==> src/logic/afu_ctrl_pkg.sv <==
package afu_ctrl_pkg;

    localparam int ctrl_addr_w = 4;
    localparam int ctrl_data_w = 32;

    localparam logic [ctrl_addr_w-1:0] reg_ap_ctrl  = 4'd0;
    localparam logic [ctrl_addr_w-1:0] reg_gie      = 4'd1;
    localparam logic [ctrl_addr_w-1:0] reg_ier      = 4'd2;
    localparam logic [ctrl_addr_w-1:0] reg_isr      = 4'd3;
    localparam logic [ctrl_addr_w-1:0] reg_cfg_base = 4'd8;
    localparam logic [ctrl_addr_w-1:0] num_cfg_regs = 4'd3;

    // AP_CTRL bit positions.
    localparam int bit_start      = 0;
    localparam int bit_done       = 1;
    localparam int bit_idle       = 2;
    localparam int bit_ready      = 3;
    localparam int bit_soft_reset = 4;

    localparam int reset_delay = 8;
    localparam int delay_cnt_w = $clog2(reset_delay);

    typedef struct packed {
        logic                   wr;
        logic                   rd;
        logic [ctrl_addr_w-1:0] addr;
        logic [ctrl_data_w-1:0] data;
    } ctrl_req_t;

    typedef struct packed {
        logic                   valid;
        logic [ctrl_data_w-1:0] data;
    } ctrl_rsp_t;

    typedef struct packed {
        logic                   valid;
        logic [1:0]             num;  // Engine register number.
        logic [ctrl_data_w-1:0] data;
    } cfg_wr_t;

    typedef enum logic [1:0] {
        st_idle,
        st_reset_wait,
        st_busy_wait,
        st_running
    } seq_state_t;

endpackage

==> src/logic/afu_mem_pkg.sv <==
package afu_mem_pkg;

    localparam int mem_addr_w = 32;
    localparam int mem_data_w = 32;
    localparam int pending_w  = 8;

    // Fill engine configuration registers.
    localparam logic [1:0] cfg_base  = 2'd0;
    localparam logic [1:0] cfg_count = 2'd1;
    localparam logic [1:0] cfg_seed  = 2'd2;

    typedef struct packed {
        logic                  valid;
        logic [mem_addr_w-1:0] addr;
        logic [mem_data_w-1:0] data;
    } mem_wr_req_t;

endpackage

==> src/logic/afu_control.sv <==
module afu_control import afu_ctrl_pkg::*; (
    input  logic      ap_clk,
    input  logic      reset,
    input  ctrl_req_t ctrl_req,
    output ctrl_rsp_t ctrl_rsp,
    input  logic      idle,
    input  logic      done_level,
    output logic      start_pulse,
    output logic      soft_reset,
    output cfg_wr_t   cfg_wr,
    output logic      interrupt
);

    logic                   ap_ctrl_wr;
    logic                   ap_ctrl_rd;
    logic [ctrl_addr_w-1:0] cfg_off;
    logic                   done;
    logic                   done_level_q;
    logic                   done_edge;
    logic                   gie;
    logic                   ier;
    logic                   isr;
    logic                   rsp_valid;
    logic [ctrl_data_w-1:0] rsp_data;
    logic [ctrl_data_w-1:0] rd_data;

    assign ap_ctrl_wr = ctrl_req.wr && (ctrl_req.addr == reg_ap_ctrl);
    assign ap_ctrl_rd = ctrl_req.rd && (ctrl_req.addr == reg_ap_ctrl);

    assign start_pulse = ap_ctrl_wr && ctrl_req.data[bit_start] && idle;  // Ignored when busy.
    assign soft_reset  = ap_ctrl_wr && ctrl_req.data[bit_soft_reset];
    assign done_edge   = done_level && !done_level_q;

    // Addresses below the base wrap to large offsets and fail the range check.
    assign cfg_off = ctrl_req.addr - reg_cfg_base;
    assign cfg_wr  = '{valid: ctrl_req.wr && (cfg_off < num_cfg_regs),
                       num:   cfg_off[1:0],
                       data:  ctrl_req.data};

    assign interrupt = gie && ier && isr;
    assign ctrl_rsp  = '{valid: rsp_valid, data: rsp_data};

    always_comb begin
        rd_data = '0;
        case (ctrl_req.addr)
            reg_ap_ctrl: begin
                rd_data[bit_start] = !idle;
                rd_data[bit_done]  = done;
                rd_data[bit_idle]  = idle;
                rd_data[bit_ready] = 1'b1;
            end
            reg_gie: rd_data[0] = gie;
            reg_ier: rd_data[0] = ier;
            reg_isr: rd_data[0] = isr;
            default: ;  // Config registers read as zero.
        endcase
    end

    always_ff @(posedge ap_clk) begin
        if (reset) begin
            gie <= 1'b0;
            ier <= 1'b0;
        end else if (ctrl_req.wr) begin
            if (ctrl_req.addr == reg_gie) gie <= ctrl_req.data[0];
            if (ctrl_req.addr == reg_ier) ier <= ctrl_req.data[0];
        end
    end

    always_ff @(posedge ap_clk) begin
        if (reset || soft_reset) begin
            done         <= 1'b0;
            isr          <= 1'b0;
            done_level_q <= 1'b1;  // No edge right after reset.
            rsp_valid    <= 1'b0;
        end else begin
            done_level_q <= done_level;
            rsp_valid    <= ctrl_req.rd;
            if (done_edge) begin
                done <= 1'b1;
            end else if (ap_ctrl_rd) begin
                done <= 1'b0;  // Clear on read.
            end
            if (ctrl_req.wr && (ctrl_req.addr == reg_isr)) begin
                isr <= (isr ^ ctrl_req.data[0]) | done_edge;
            end else if (done_edge) begin
                isr <= 1'b1;
            end
        end
    end

    always_ff @(posedge ap_clk) begin
        if (ctrl_req.rd) rsp_data <= rd_data;
    end

endmodule

==> src/logic/afu_sequencer.sv <==
module afu_sequencer import afu_ctrl_pkg::*; (
    input  logic ap_clk,
    input  logic reset,
    input  logic soft_reset,
    input  logic start_pulse,
    input  logic delay_expired,
    input  logic engine_busy,
    input  logic pending_zero,
    output logic core_run,
    output logic reset_wait,
    output logic idle,
    output logic done_level
);

    seq_state_t state;

    always_ff @(posedge ap_clk) begin
        if (reset || soft_reset) begin
            state <= st_idle;
        end else begin
            case (state)
                st_idle: begin
                    if (start_pulse) state <= st_reset_wait;
                end
                st_reset_wait: begin
                    if (delay_expired) state <= st_busy_wait;  // Core leaves reset.
                end
                st_busy_wait: begin
                    if (engine_busy) state <= st_running;
                end
                st_running: begin
                    if (!engine_busy) state <= st_idle;
                end
                default: state <= st_idle;
            endcase
        end
    end

    assign core_run   = (state == st_busy_wait) || (state == st_running);
    assign reset_wait = (state == st_reset_wait);
    assign idle       = (state == st_idle);

    // Writes still in flight hold done off.
    assign done_level = idle && pending_zero;

endmodule

==> src/logic/afu_counters.sv <==
module afu_counters import afu_ctrl_pkg::*, afu_mem_pkg::*; (
    input  logic ap_clk,
    input  logic reset,
    input  logic soft_reset,
    input  logic reset_wait,
    input  logic write_fire,
    input  logic mem_wr_rsp,
    output logic delay_expired,
    output logic pending_zero
);

    logic [delay_cnt_w-1:0] delay_cnt;
    logic [pending_w-1:0]   pending;

    always_ff @(posedge ap_clk) begin
        if (reset || soft_reset || !reset_wait) begin
            delay_cnt <= '0;
        end else begin
            delay_cnt <= delay_cnt + 1'b1;
        end
    end

    assign delay_expired = reset_wait && (delay_cnt == delay_cnt_w'(reset_delay - 1));

    always_ff @(posedge ap_clk) begin
        if (reset || soft_reset) begin
            pending <= '0;
        end else if (write_fire && !mem_wr_rsp) begin
            pending <= pending + 1'b1;
        end else if (!write_fire && mem_wr_rsp && (pending != '0)) begin
            pending <= pending - 1'b1;  // Late responses after an abort are dropped.
        end
    end

    assign pending_zero = (pending == '0);

endmodule

==> src/logic/fill_engine.sv <==
module fill_engine import afu_ctrl_pkg::*, afu_mem_pkg::*; (
    input  logic        ap_clk,
    input  logic        reset,
    input  logic        run,
    input  cfg_wr_t     cfg_wr,
    output mem_wr_req_t mem_wr_req,
    input  logic        mem_wr_ready,
    output logic        busy
);

    logic [mem_addr_w-1:0] base;
    logic [mem_data_w-1:0] count;
    logic [mem_data_w-1:0] seed;
    logic [mem_data_w-1:0] idx;
    logic                  req_valid;
    logic                  started;
    logic                  last;

    assign last = (idx == count - 1'b1);

    always_ff @(posedge ap_clk) begin
        if (reset) begin
            base  <= '0;
            count <= '0;
            seed  <= '0;
        end else if (cfg_wr.valid) begin
            case (cfg_wr.num)
                cfg_base:  base  <= cfg_wr.data;
                cfg_count: count <= cfg_wr.data;
                cfg_seed:  seed  <= cfg_wr.data;
                default: ;
            endcase
        end
    end

    always_ff @(posedge ap_clk) begin
        if (!run) begin
            busy      <= 1'b0;
            started   <= 1'b0;
            req_valid <= 1'b0;
        end else if (!started) begin
            started   <= 1'b1;  // One pass per release.
            busy      <= 1'b1;
            req_valid <= (count != '0);
            idx       <= '0;
        end else if (busy) begin
            if (!req_valid) begin
                busy <= 1'b0;  // Zero count.
            end else if (mem_wr_ready) begin
                if (last) begin
                    req_valid <= 1'b0;
                    busy      <= 1'b0;
                end else begin
                    idx <= idx + 1'b1;
                end
            end
        end
    end

    // idx only moves on acceptance, so a stalled request holds.
    assign mem_wr_req = '{valid: req_valid,
                          addr:  base + mem_addr_w'(idx),
                          data:  seed + idx};

endmodule

==> src/logic/afu_top.sv <==
module afu_top import afu_ctrl_pkg::*, afu_mem_pkg::*; (
    input  logic        ap_clk,
    input  logic        reset,
    input  ctrl_req_t   ctrl_req,
    output ctrl_rsp_t   ctrl_rsp,
    output logic        interrupt,
    output mem_wr_req_t mem_wr_req,
    input  logic        mem_wr_ready,
    input  logic        mem_wr_rsp
);

    logic    start_pulse;
    logic    soft_reset;
    cfg_wr_t cfg_wr;
    logic    idle;
    logic    done_level;
    logic    delay_expired;
    logic    engine_busy;
    logic    pending_zero;
    logic    core_run;
    logic    reset_wait;
    logic    engine_reset;
    logic    write_fire;

    assign engine_reset = reset || soft_reset || !core_run;  // Config survives this one.
    assign write_fire   = mem_wr_req.valid && mem_wr_ready;

    afu_control u_control (
        .ap_clk      (ap_clk),
        .reset       (reset),
        .ctrl_req    (ctrl_req),
        .ctrl_rsp    (ctrl_rsp),
        .idle        (idle),
        .done_level  (done_level),
        .start_pulse (start_pulse),
        .soft_reset  (soft_reset),
        .cfg_wr      (cfg_wr),
        .interrupt   (interrupt)
    );

    afu_sequencer u_sequencer (
        .ap_clk        (ap_clk),
        .reset         (reset),
        .soft_reset    (soft_reset),
        .start_pulse   (start_pulse),
        .delay_expired (delay_expired),
        .engine_busy   (engine_busy),
        .pending_zero  (pending_zero),
        .core_run      (core_run),
        .reset_wait    (reset_wait),
        .idle          (idle),
        .done_level    (done_level)
    );

    afu_counters u_counters (
        .ap_clk        (ap_clk),
        .reset         (reset),
        .soft_reset    (soft_reset),
        .reset_wait    (reset_wait),
        .write_fire    (write_fire),
        .mem_wr_rsp    (mem_wr_rsp),
        .delay_expired (delay_expired),
        .pending_zero  (pending_zero)
    );

    fill_engine u_engine (
        .ap_clk       (ap_clk),
        .reset        (reset),
        .run          (!engine_reset),
        .cfg_wr       (cfg_wr),
        .mem_wr_req   (mem_wr_req),
        .mem_wr_ready (mem_wr_ready),
        .busy         (engine_busy)
    );

endmodule

==> config.mk <==
export PLATFORM = sky130hd
export DESIGN_NAME = afu_top
export DESIGN_NICKNAME = d
export VERILOG_FILES = /design/src/logic/afu_ctrl_pkg.sv /design/src/logic/afu_mem_pkg.sv /design/src/logic/afu_control.sv /design/src/logic/afu_sequencer.sv /design/src/logic/afu_counters.sv /design/src/logic/fill_engine.sv /design/src/logic/afu_top.sv
export SDC_FILE = /design/constraint.sdc
export NUM_CORES = 1
export LEC_CHECK = 0
export BUFFER_PORTS_ARGS = -buffer_cell sky130_fd_sc_hd__buf_2
export CORE_AREA = 2 2 192 194
export DETAILED_ROUTE_END_ITERATION = 6
export DIE_AREA = 0 0 194 196
export PLACE_DENSITY_LB_ADDON = 0.3
export SYNTH_ARGS = -nofsm -noshare
export SYNTH_HDL_FRONTEND = slang
export SYNTH_SLANG_ARGS = --single-unit
export TNS_END_PERCENT = 5
==> constraint.sdc <==
create_clock -name ap_clk -period 3.3 [get_ports ap_clk]
set_clock_uncertainty 0.05 [all_clocks]
set_input_delay 0.165 -clock ap_clk [delete_from_list [all_inputs] [get_ports ap_clk]]
set_output_delay 0.165 -clock ap_clk [all_outputs]
set_load 0.02 [all_outputs]
Word level (Yosys, flattened, before mapping):

Cells that the tools add are included.

* input bits: 42
* logic and storage cells: 115
* output and inout bits: 99
* flip-flop bits (word level): 154

* add/sub/neg operators: 8
* eq/ne operators: 18
* muxes and demuxes: 25
* magnitude comparators: 1
* bitwise logic cells: 3
* reduce and logical (&&, ||, !) cells: 42

Operators with widths (number)
* 2-to-1 mux 32 bit: 4
* adder 32 bit: 2
* adder 32 x 1 -> 32 bit (second input constant): 1
* == test 32 bit: 1
* nonzero test 32 bit: 1
* subtractor 32 x 1 -> 32 bit (second input constant): 1
* logical AND 1 bit: 16
* 2-to-1 mux 8 bit: 2
* 2-to-1 mux 1 bit: 12
* != test 2 bit (second input constant): 5
* AND reduction 2 bit: 5
* adder 8 x 1 -> 8 bit (second input constant): 1
* == test 4 x 2 -> 1 bit (second input constant): 2
* zero test 8 bit: 1
* 2-to-1 mux 2 bit: 4
* one-hot mux 2 bit (4 select lines): 1
* nonzero test 8 bit: 1
* subtractor 8 x 1 -> 8 bit (second input constant): 1
* == test 2 bit (second input constant): 3
* zero test 1 bit: 6
* != test 2 x 1 -> 1 bit (second input constant): 3
* nonzero test 2 bit: 3
* AND reduction 5 bit: 1
* == test 2 x 1 -> 1 bit (second input constant): 2
* 14 further kinds: 18

Longest topological paths before layout:

Gate-level depths: netlist of the first run.

* word-level depth: 7
* mapped depth: 12
* depth with buffers taken out: 12

By module:

Synthesis of the first run repeated with hierarchy kept, for this count alone.

* cells, all modules: 1389
* area total of the unflattened synthesis: 11192.0 sq um

Modules (own cells, without submodules)
* fill_engine: sequential area each 2942.8 sq um, instances 1, area each 9178.8 sq um, cells each 1161
* afu_control: sequential area each 240.2 sq um, instances 1, area each 937.1 sq um, cells each 110
* afu_counters: sequential area each 220.2 sq um, instances 1, area each 862.1 sq um, cells each 94
* afu_sequencer: sequential area each 40.0 sq um, instances 1, area each 195.2 sq um, cells each 22
* afu_top: sequential area each 0.0 sq um, instances 1, area each 18.8 sq um, cells each 2

Worst setup path before layout of the first run:

OpenSTA, ideal clock, no wires.

* path type: reg2reg
* from: reg u_engine.count[23]
* to: reg u_engine.idx[0] (enable)
* path slack: 3 ps
* cell stages (with the launch flop): 10
* setup time: 390 ps
* arrival time: 2856 ps
* buffers on the path: 0
* required time: 2860 ps
* period minus slack after synthesis: 3297 ps
* cells stage by stage: dfxtp_1 -> or4_1 -> or3_1 -> o211ai_1 -> o21ai_0 -> a32o_1 -> a31oi_1 -> a211oi_1 -> a31oi_1 -> or2_1

* word-level cells in the longest chain between the ends: 4

Ends and longest elaborated chain
* start: declaration: line fill_engine.sv:12 `logic [mem_data_w-1:0] count;`
* start signal: assignment: line fill_engine.sv:29 `cfg_count: count <= cfg_wr.data;`
* subtractor 32 x 1 -> 32 bit: line fill_engine.sv:19 `assign last = (idx == count - 1'b1);`
* == test 32 bit: line fill_engine.sv:19
* != test 2 bit (no source line)
* AND reduction 5 bit (no source line)
* end signal: assignment: line fill_engine.sv:54 `idx <= idx + 1'b1;`
* end: declaration: line fill_engine.sv:14 `logic [mem_data_w-1:0] idx;`

No other way between the ends.
A chain may end at the register's enable or synchronous reset.

==> results of run 1 <==
==> cell type report <==
class                           instances  area, um2
Sequential cell                       154       3443
Tap cell                              468      585.6
Timing Repair Buffer                  302       2180
Multi-Input combinational cell       1077       7393
Fill cell                            3728      21750
Inverter                               34      127.6
Clock buffer                           19      432.9
Clock inverter                         13      167.7
==> metrics by stage <==
stage / cells / instance area, um2 / worst slack (ns) / utilization, %
after global placement: 1991 / 12650 / -0.3083 / 35.05
after CTS: 2061 / 13930 / -0.6653 / 38.61
after floorplan: 1344 / 10800 / 0.003312 / -
after detailed placement: 1991 / 12650 / -0.3532 / 35.05
final: 2067 / 14330 / -0.4849 / 39.71
after global routing: 2067 / 14330 / -0.6603 / 39.71
==> path summary, 6_finish.rpt <==
kind | from | endpoint | depth (start not counted)
hold reg to reg | u_counters.delay_cnt[0] | u_counters.delay_cnt[0] | 1
setup / recovery | u_engine.idx[2] | mem_wr_req[31] | 13
setup reg to reg | u_engine.count[19] | u_engine.idx[24] | 9
hold / removal | ctrl_req[37] | u_control.gie | 4
==> sequential cells by signal (all words and copies together) (netlist names), 2 cells and up <==
name                  cells
u_control.rsp_data        4
u_counters.delay_cnt      3
u_counters.pending        8
u_engine.base            32
u_engine.count           32
u_engine.idx             32
u_engine.seed            32
u_sequencer.state         2
==> layer usage <==
metal  routed length, um  global-route usage, %
met1               16100                  23.17
met2               15750                  28.83
met5                   0                      0
met3                 914                  2.304
met4                 858                  6.201
==> synth_stat cells (3+ instances only) <==
library cell,number
o22ai_1,4
a31oi_1,8
and3_1,20
nor4_2,3
xnor2_1,83
ha_1,76
o211ai_1,11
nand4_1,16
o21a_1,20
a21oi_1,151
buf_4,30
o21ai_0,22
o31ai_1,4
a211oi_1,13
inv_1,34
nand4b_1,3
nor3b_1,6
clkbuf_1,47
nor4_1,9
a21o_1,26
dfxtp_1,118
nand2_1,243
xor2_1,46
and2_1,42
and4_1,4
nor3_1,30
nor2b_1,4
o31a_1,4
a221oi_1,3
nand3_1,28
a211o_1,4
a2111oi_0,6
o21bai_1,9
or4_1,4
or3_1,8
nor2_1,68
edfxtp_1,36
nand2b_1,12
o311ai_0,4
mux2i_1,10
fa_1,3
or2_2,5
==> power by group <==
part | total [mW] | switching [mW] | internal [mW]
clock | 2.06 | 0.866 | 1.20
sequential | 2.08 | 0.0744 | 2.01
combinational | 0.968 | 0.527 | 0.441
==> what timing repair did <==
action,4_1_cts,5_1_grt
resized for setup,72,61
endpoints found under the setup margin,37,71
buffers inserted,4,9
hold buffers,34,0
pin swaps,39,24
endpoints found under the hold margin,102,0
==> worst reg2reg max path, stage by stage, from the launching register on <==
cell	delay (ns)
dfxtp_1	0.36
or4_4	0.57
nor2_4	0.15
nand3_1	0.13
or3_1	0.35
o31a_1	0.35
nor4_4	0.31
a31oi_1	0.10
or2_1	0.27
buf_4	0.21
==> logic make-up after synthesis <==
family | Yosys count | share of synthesized area (%)
and+or+nand+nor | 518 | 23.21
xor gates and xnor gates | 129 | 10.56
adders and majority gates | 79 | 9.449
muxes | 12 | 1.251
buffers and inverters | 113 | 5.040
AOI/OAI and AO/OA | 311 | 18.27
DFF | 154 | 32.18
other | 1 | 0.03505
==> summary.txt, run 1 <==
Floorplan
  • Area of the core: ~36000 um2
  • Die area: between 30000 and 40000 um2
  • # rows: 70
  • Die Wd: between 150 and 200 um
  • Starting Density: 29.65%
  • # IOs: 141
  • Die H: around 200 um

Global route
  • GR Overflow Total: 0
  • Pin count of the biggest net entering global routing: slightly above 60
  • First-pass GRT wire length: around 53000 um
  • Number of global-route vias before repair: around 9900
  • Initial antenna violation count: 0
  • GRT Overall Usage: 17.38%

Worst setup path
  • CP required: between 3 and 4 ns
  • WS Path Type: reg2out
  • CP Capture Type: output port
  • Critical path cell sequence: ha_4 -> o211ai_1 -> o211ai_1 -> a2111oi_4 -> buf_4 -> o31ai_4 -> nand4_1 -> buf_4 -> a31oi_4 -> o221a_4 -> o221ai_2 -> xnor2_1 -> buf_4
  • FF-to-FF setup slack: about 0.2 ns
  • Arrival time worst endpoint: 3.57 ns
  • Largest stage delay, worst path: approximately 0.46 ns
  • CP max-delay cell: edfxtp_1
  • Critical path's top delay family: compound AO/OA/AOI/OAI gates
  • Number of buffers and inverters on the critical path: 3
  • Startpoint Class: flop
  • Crit path top cell by count: buf_4
  • Crit Path Max Fanout: 3

STA
  • Fin Setup TNS: -5.507 ns
  • Hold WS: 0.1068 ns
  • Max Transition Viols Final: 0
  • Final worst slack: -0.4849 ns
  • RSZ-0062 raised after global routing: true
  • Fmax: about 260 MHz
  • Rel. slew slack: 37.43%
  • Final worst-path cycle share: 114.7%
  • Min cycle time layout: between 3 and 4 ns
  • Finish-stage setup viols: 28
  • Worst Tran Pin Value: approximately 0.94 ns
  • Fin. Hold Viols: 0

Outcome
  • Failing checks: setup timing
  • Status: finished, violations left

Finish
  • Share of layout cells above drive strength 1: approximately 25%
  • Ant. Diodes: 0
  • Final Net Count: 1707
  • Most frequent cells in the layout: nand2_1, buf_4, a21oi_1, dfxtp_1, buf_2
  • Most common cell after layout, fill and taps aside: nand2_1
  • Synthesis-to-finish area growth: 33.94%

Clock tree
  • Max Root-Sink Buffers: 2
  • Clock Tree Root: clkbuf_16
  • Sink Count: between 150 and 200
  • CTS H-tree lvls: 4
  • Insertion delay to the later sink of the worst-skew pair: between 0.4 and 0.5 ns
  • TritonCTS Buffers: 17
  • CTS tree: yes
  • Reg clk slew, reported paths: ~0.07 ns

Drt
  • Drt wl/cell: approximately 16 um
  • ANT nets after route: 0
  • Post-DR vias/cell: 4.927
  • Remaining DRCs: 0
  • Drt pass-1 iters: 5
  • Total routed wirelength: between 30000 and 40000 um
  • Vias: about 10000
  • Initial drt markers: about 500

Synth
  • Seq/Total Area, Yosys: about a third
  • Synth top area share: between 20% and 30%
  • Synthesized cell area: ~11000 um2
  • Cell taking the most area after synthesis: dfxtp_1
  • Count of different cell masters after synthesis: 75
  • Ranking of synthesized cells by area: dfxtp_1, edfxtp_1, ha_1, nand2_1, a21oi_1
  • Post-synth EDFFs: 36
  • Syn Area/Cell: roughly 8.1 um2
  • Seq cells post-synth: between 150 and 200
  • Synth async-reset ratio: 0%
  • Cells after Synth: roughly 1300
  • Most used DFF post-synth: dfxtp_1
  • YS warnings: 0

Worst hold path
  • HP Class: in2reg

Placement
  • Port-buffer cells: about 110
  • GP Congestion: ~0.87
  • DPL Wire Length: about 25000 um

Power and ir drop
  • Pwr Total: 5.117 mW
  • Lkg Pwr: roughly 6.4 nW
  • PwrDens: around 360 nW/um2
  • Peak supply drop: ~0.00046 V

Run
  • Total of max-cap violations: 0
Note: power is estimated with default switching activity, not from simulation.
==> run 2, diff against run 1 <==
- ABC_AREA: unset -> 1
- CORE_AREA: 2 2 192 194 -> 2 2 199 201
- DIE_AREA: 0 0 194 196 -> 0 0 201 203
==> summary.txt, run 2 <==
Worst hold path
  • Hold Startpoint: ctrl_req[33]
  • Hold path cells: 3 (-1)
  • HP Class: in2reg
  • Hold EP: u_control.ier

Synth
  • Post-synth EDFFs: 36 (unchanged)
  • Most common cell in the netlist: nor2_1
  • Adder-cell share of the synthesized area: 8.783% (-0.67 points)
  • YS warnings: 0 (unchanged)
  • Cells after Synth: 1640 (+25%)
  • Ranking of synthesized cells by area: dfxtp_1, edfxtp_1, nor2_1, nand2_1, ha_1
  • Syn Area/Cell: 7.019 um2 (-14%)
  • Synth Area in Compound Gates: 17.78% (-0.48 points)
  • Simple-gate share of the synthesized area: 24.38% (+1.2 points)
  • Cell taking the most area after synthesis: dfxtp_1
  • Synth top cells by count: nor2_1, nand2_1, inv_1, dfxtp_1, a21oi_1
  • Largest family of logic cells by synthesized area: simple AND/OR/NAND/NOR gates
  • Seq/Total Area, Yosys: 29.91% (-2.3 points)
  • Xor/xnor share of the synthesized area: 7.761% (-2.8 points)
  • Synthesized cell area: 11510 um2 (+7.6%)
  • Most used DFF post-synth: dfxtp_1
  • Seq cells post-synth: 154 (unchanged)
  • Synth async-reset ratio: 0% (unchanged)
  • Multiplexer area fraction after synthesis: 0% (-1.3 points)
  • Count of different cell masters after synthesis: 51 (-32%)
  • Synth top area share: 20.52% (-1.6 points)

Worst setup path
  • CP Capture Type: output port
  • Arrival time worst endpoint: 3.06 ns (-0.51 ns)
  • WS Path Type: reg2out
  • Worst r2r src: u_engine.count[0]
  • Crit Path Max Fanout: 3 (unchanged)
  • Critical Path Start: u_engine.idx[0]
  • CP required: 3.08 ns (about the same)
  • R2R cell count: 15 (+6)
  • Startpoint Class: flop
  • FF-to-FF setup slack: 0.45 ns (+0.25 ns)
  • Worst r2r dst: u_engine.idx[27]

Global route
  • GRT Overall Usage: 17.65% (+0.27 points)
  • Met3 Use GR: 3.066% (+0.76 points)
  • Routing usage on met2: 28.62% (-0.20 points)
  • Initial antenna violation count: 2 (+2)
  • GR Overflow Total: 0 (unchanged)
  • Pin count of the biggest net entering global routing: 93 (+50%)
  • GR Layer Usage met1: 24.33% (+1.2 points)
  • GRT busiest layer: met2
  • First-pass GRT wire length: 56840 um (+7.2%)
  • Number of global-route vias before repair: 10408 (+5.3%)

Floorplan
  • # rows: 72 (+2.9%)
  • Die H: 203 um (+3.6%)
  • Starting Density: 29.92% (+0.27 points)
  • Area of the core: 38470 um2 (+6.6%)
  • Die area: 40800 um2 (+7.3%)
  • # IOs: 141 (unchanged)
  • Die Wd: 201 um (+3.6%)

Clock tree
  • TritonCTS Buffers: 17 (unchanged)
  • Sink Count: 154 (unchanged)
  • CTS H-tree lvls: 4 (unchanged)
  • CTS tree: yes
  • Insertion delay to the later sink of the worst-skew pair: 0.44 ns (about the same)
  • Max Root-Sink Buffers: 2 (unchanged)
  • Reg clk slew, reported paths: 0.07 ns (about the same)
  • Clock Tree Root: clkbuf_16

Placement
  • GP Congestion: 0.9186 (+5.5%)
  • Dpl ws: 0.2454 ns (+0.5986 ns)
  • Cell Area, Placed: 12600 um2 (-0.38%)
  • DP Cell Count: 2247 (+13%)
  • Port-buffer cells: 112 (unchanged)
  • DPL Wire Length: 28530 um (+14%)

STA
  • Hold WS: 0.03053 ns (-0.07627 ns)
  • Min cycle time layout: 3.272 ns (-0.5128 ns)
  • Fin. Hold Viols: 0 (unchanged)
  • RSZ-0062 raised after global routing: true
  • Final worst-path cycle share: 99.15% (-16 points)
  • Max Transition Viols Final: 0 (unchanged)
  • Finish-stage setup viols: 0 (-100%)
  • Fin Setup TNS: 0 ns (+5.507 ns)
  • Fmax: 305.6 MHz (+16%)
  • Rel. slew slack: 25.93% (-12 points)
  • Worst Tran Pin Value: 1.111 ns (+0.1726 ns)
  • Final worst slack: 0.02792 ns (+0.5128 ns)

Drt
  • Total routed wirelength: 36140 um (+7.5%)
  • Remaining DRCs: 0 (unchanged)
  • Initial drt markers: 727 (+45%)
  • Post-DR vias/cell: 4.782 (-2.9%)
  • Drt wl/cell: 15.52 um (-4.6%)
  • ANT nets after route: 0 (unchanged)
  • Vias: 11138 (+9.4%)
  • Drt pass-1 iters: 5 (unchanged)

Finish
  • Finished Layout Cells: 2329 (+13%)
  • Share of layout cells above drive strength 1: 14.10% (-10 points)
  • Final Cell Area: 13800 um2 (-3.7%)
  • Most common cell after layout, fill and taps aside: nor2_1
  • Fillers: 4150 (+11%)
  • Final core occ: 35.89% (-3.8 points)
  • Most frequent cells in the layout: nor2_1, nand2_1, inv_1, dfxtp_1, buf_2
  • Final Net Count: 1917 (+12%)
  • Synthesis-to-finish area growth: 19.92%

Power and ir drop
  • Clock share of power: 31.7% (-8.6 points)
  • Flop pwr share: 36.9% (-3.8 points)
  • Power Internal: 3.816 mW (+4.6%)
  • PwrDens: 438.0 nW/um2 (+23%)
  • Combinational share of power: 31.4% (+13 points)
  • Lkg Pwr: 6.284 nW (-1.6%)
  • Peak supply drop: 0.0003660 V (-20%)
  • Pwr Total: 6.046 mW (+18%)
  • NetSw: 2.230 mW (+52%)
  • Sw frac: 36.88% (+8.2 points)

Outcome
  • Status: finished clean

Run
  • Total of max-cap violations: 0 (unchanged)
==> run 2: worst max path at each step <==
| stage | end | cells after the start |
|---|---|---|
| 3_5_place_dp | mem_wr_req[24] | 14 |
| 5_1_grt | mem_wr_req[56] | 14 |
| 2_1_floorplan | u_engine.idx[0] | 14 |
| 6_report | mem_wr_req[56] | 14 |
| 4_1_cts | mem_wr_req[56] | 14 |
| 3_3_place_gp | mem_wr_req[24] | 14 |
==> run 2: cell families after synthesis <==
| kind of cell | after synthesis |
|---|---|
| compound gates | 328 |
| xor+xnor | 102 |
| fa+ha+maj | 79 |
| buf+inv | 318 |
| flops | 154 |
| other cells | 1 |
| simple gates | 658 |
==> run 2: metal layers <==
metal | vias up | routed length [um]
met5 | - | 0
met4 | 0 | 521
met3 | 25 | 1707
met2 | 246 | 16480
met1 | 5166 | 17430
li1 | 5701 | -
==> run 2: critical path, cell delays in order, from the launching register on <==
cell	delay [ns]
edfxtp_1	0.43
ha_2	0.23
inv_1	0.05
fa_2	0.37
o21ai_4	0.18
nand2_1	0.09
nand3_2	0.11
nand3_1	0.09
nand2_2	0.11
a21boi_2	0.08
o21bai_1	0.23
nand2_1	0.15
o21ai_1	0.16
xor2_1	0.15
buf_2	0.18
==> run 2: final cells by class <==
type                            count  area [um2]  area share [%]
Antenna cell                        2       5.005         0.03625
Tap cell                          518       648.1           4.695
Clock inverter                     13       103.9          0.7523
Inverter                          252       948.4           6.870
Clock buffer                       19       464.2           3.363
Sequential cell                   154        3443           24.94
Multi-Input combinational cell   1195        7047           51.05
Timing Repair Buffer              176        1145           8.293
==> run 2: power groups by stage <==
stage                     Clock [mW]  Sequential, mW  Combinational (mW)
after floorplan                    0            2.23                1.34
after global placement             0            2.28                1.80
after detailed placement           0            2.28                1.81
after CTS                       1.97            2.24                1.86
after global routing            2.05            2.25                2.14
final                           1.92            2.23                1.90
==> run 2: what timing repair did <==
action	in CTS	in global routing
pin swaps	7	13
endpoints found under the setup margin	19	27
hold buffers	28	1
hold endpoints to repair	72	1
buffers inserted	4	15
resized for setup	17	35
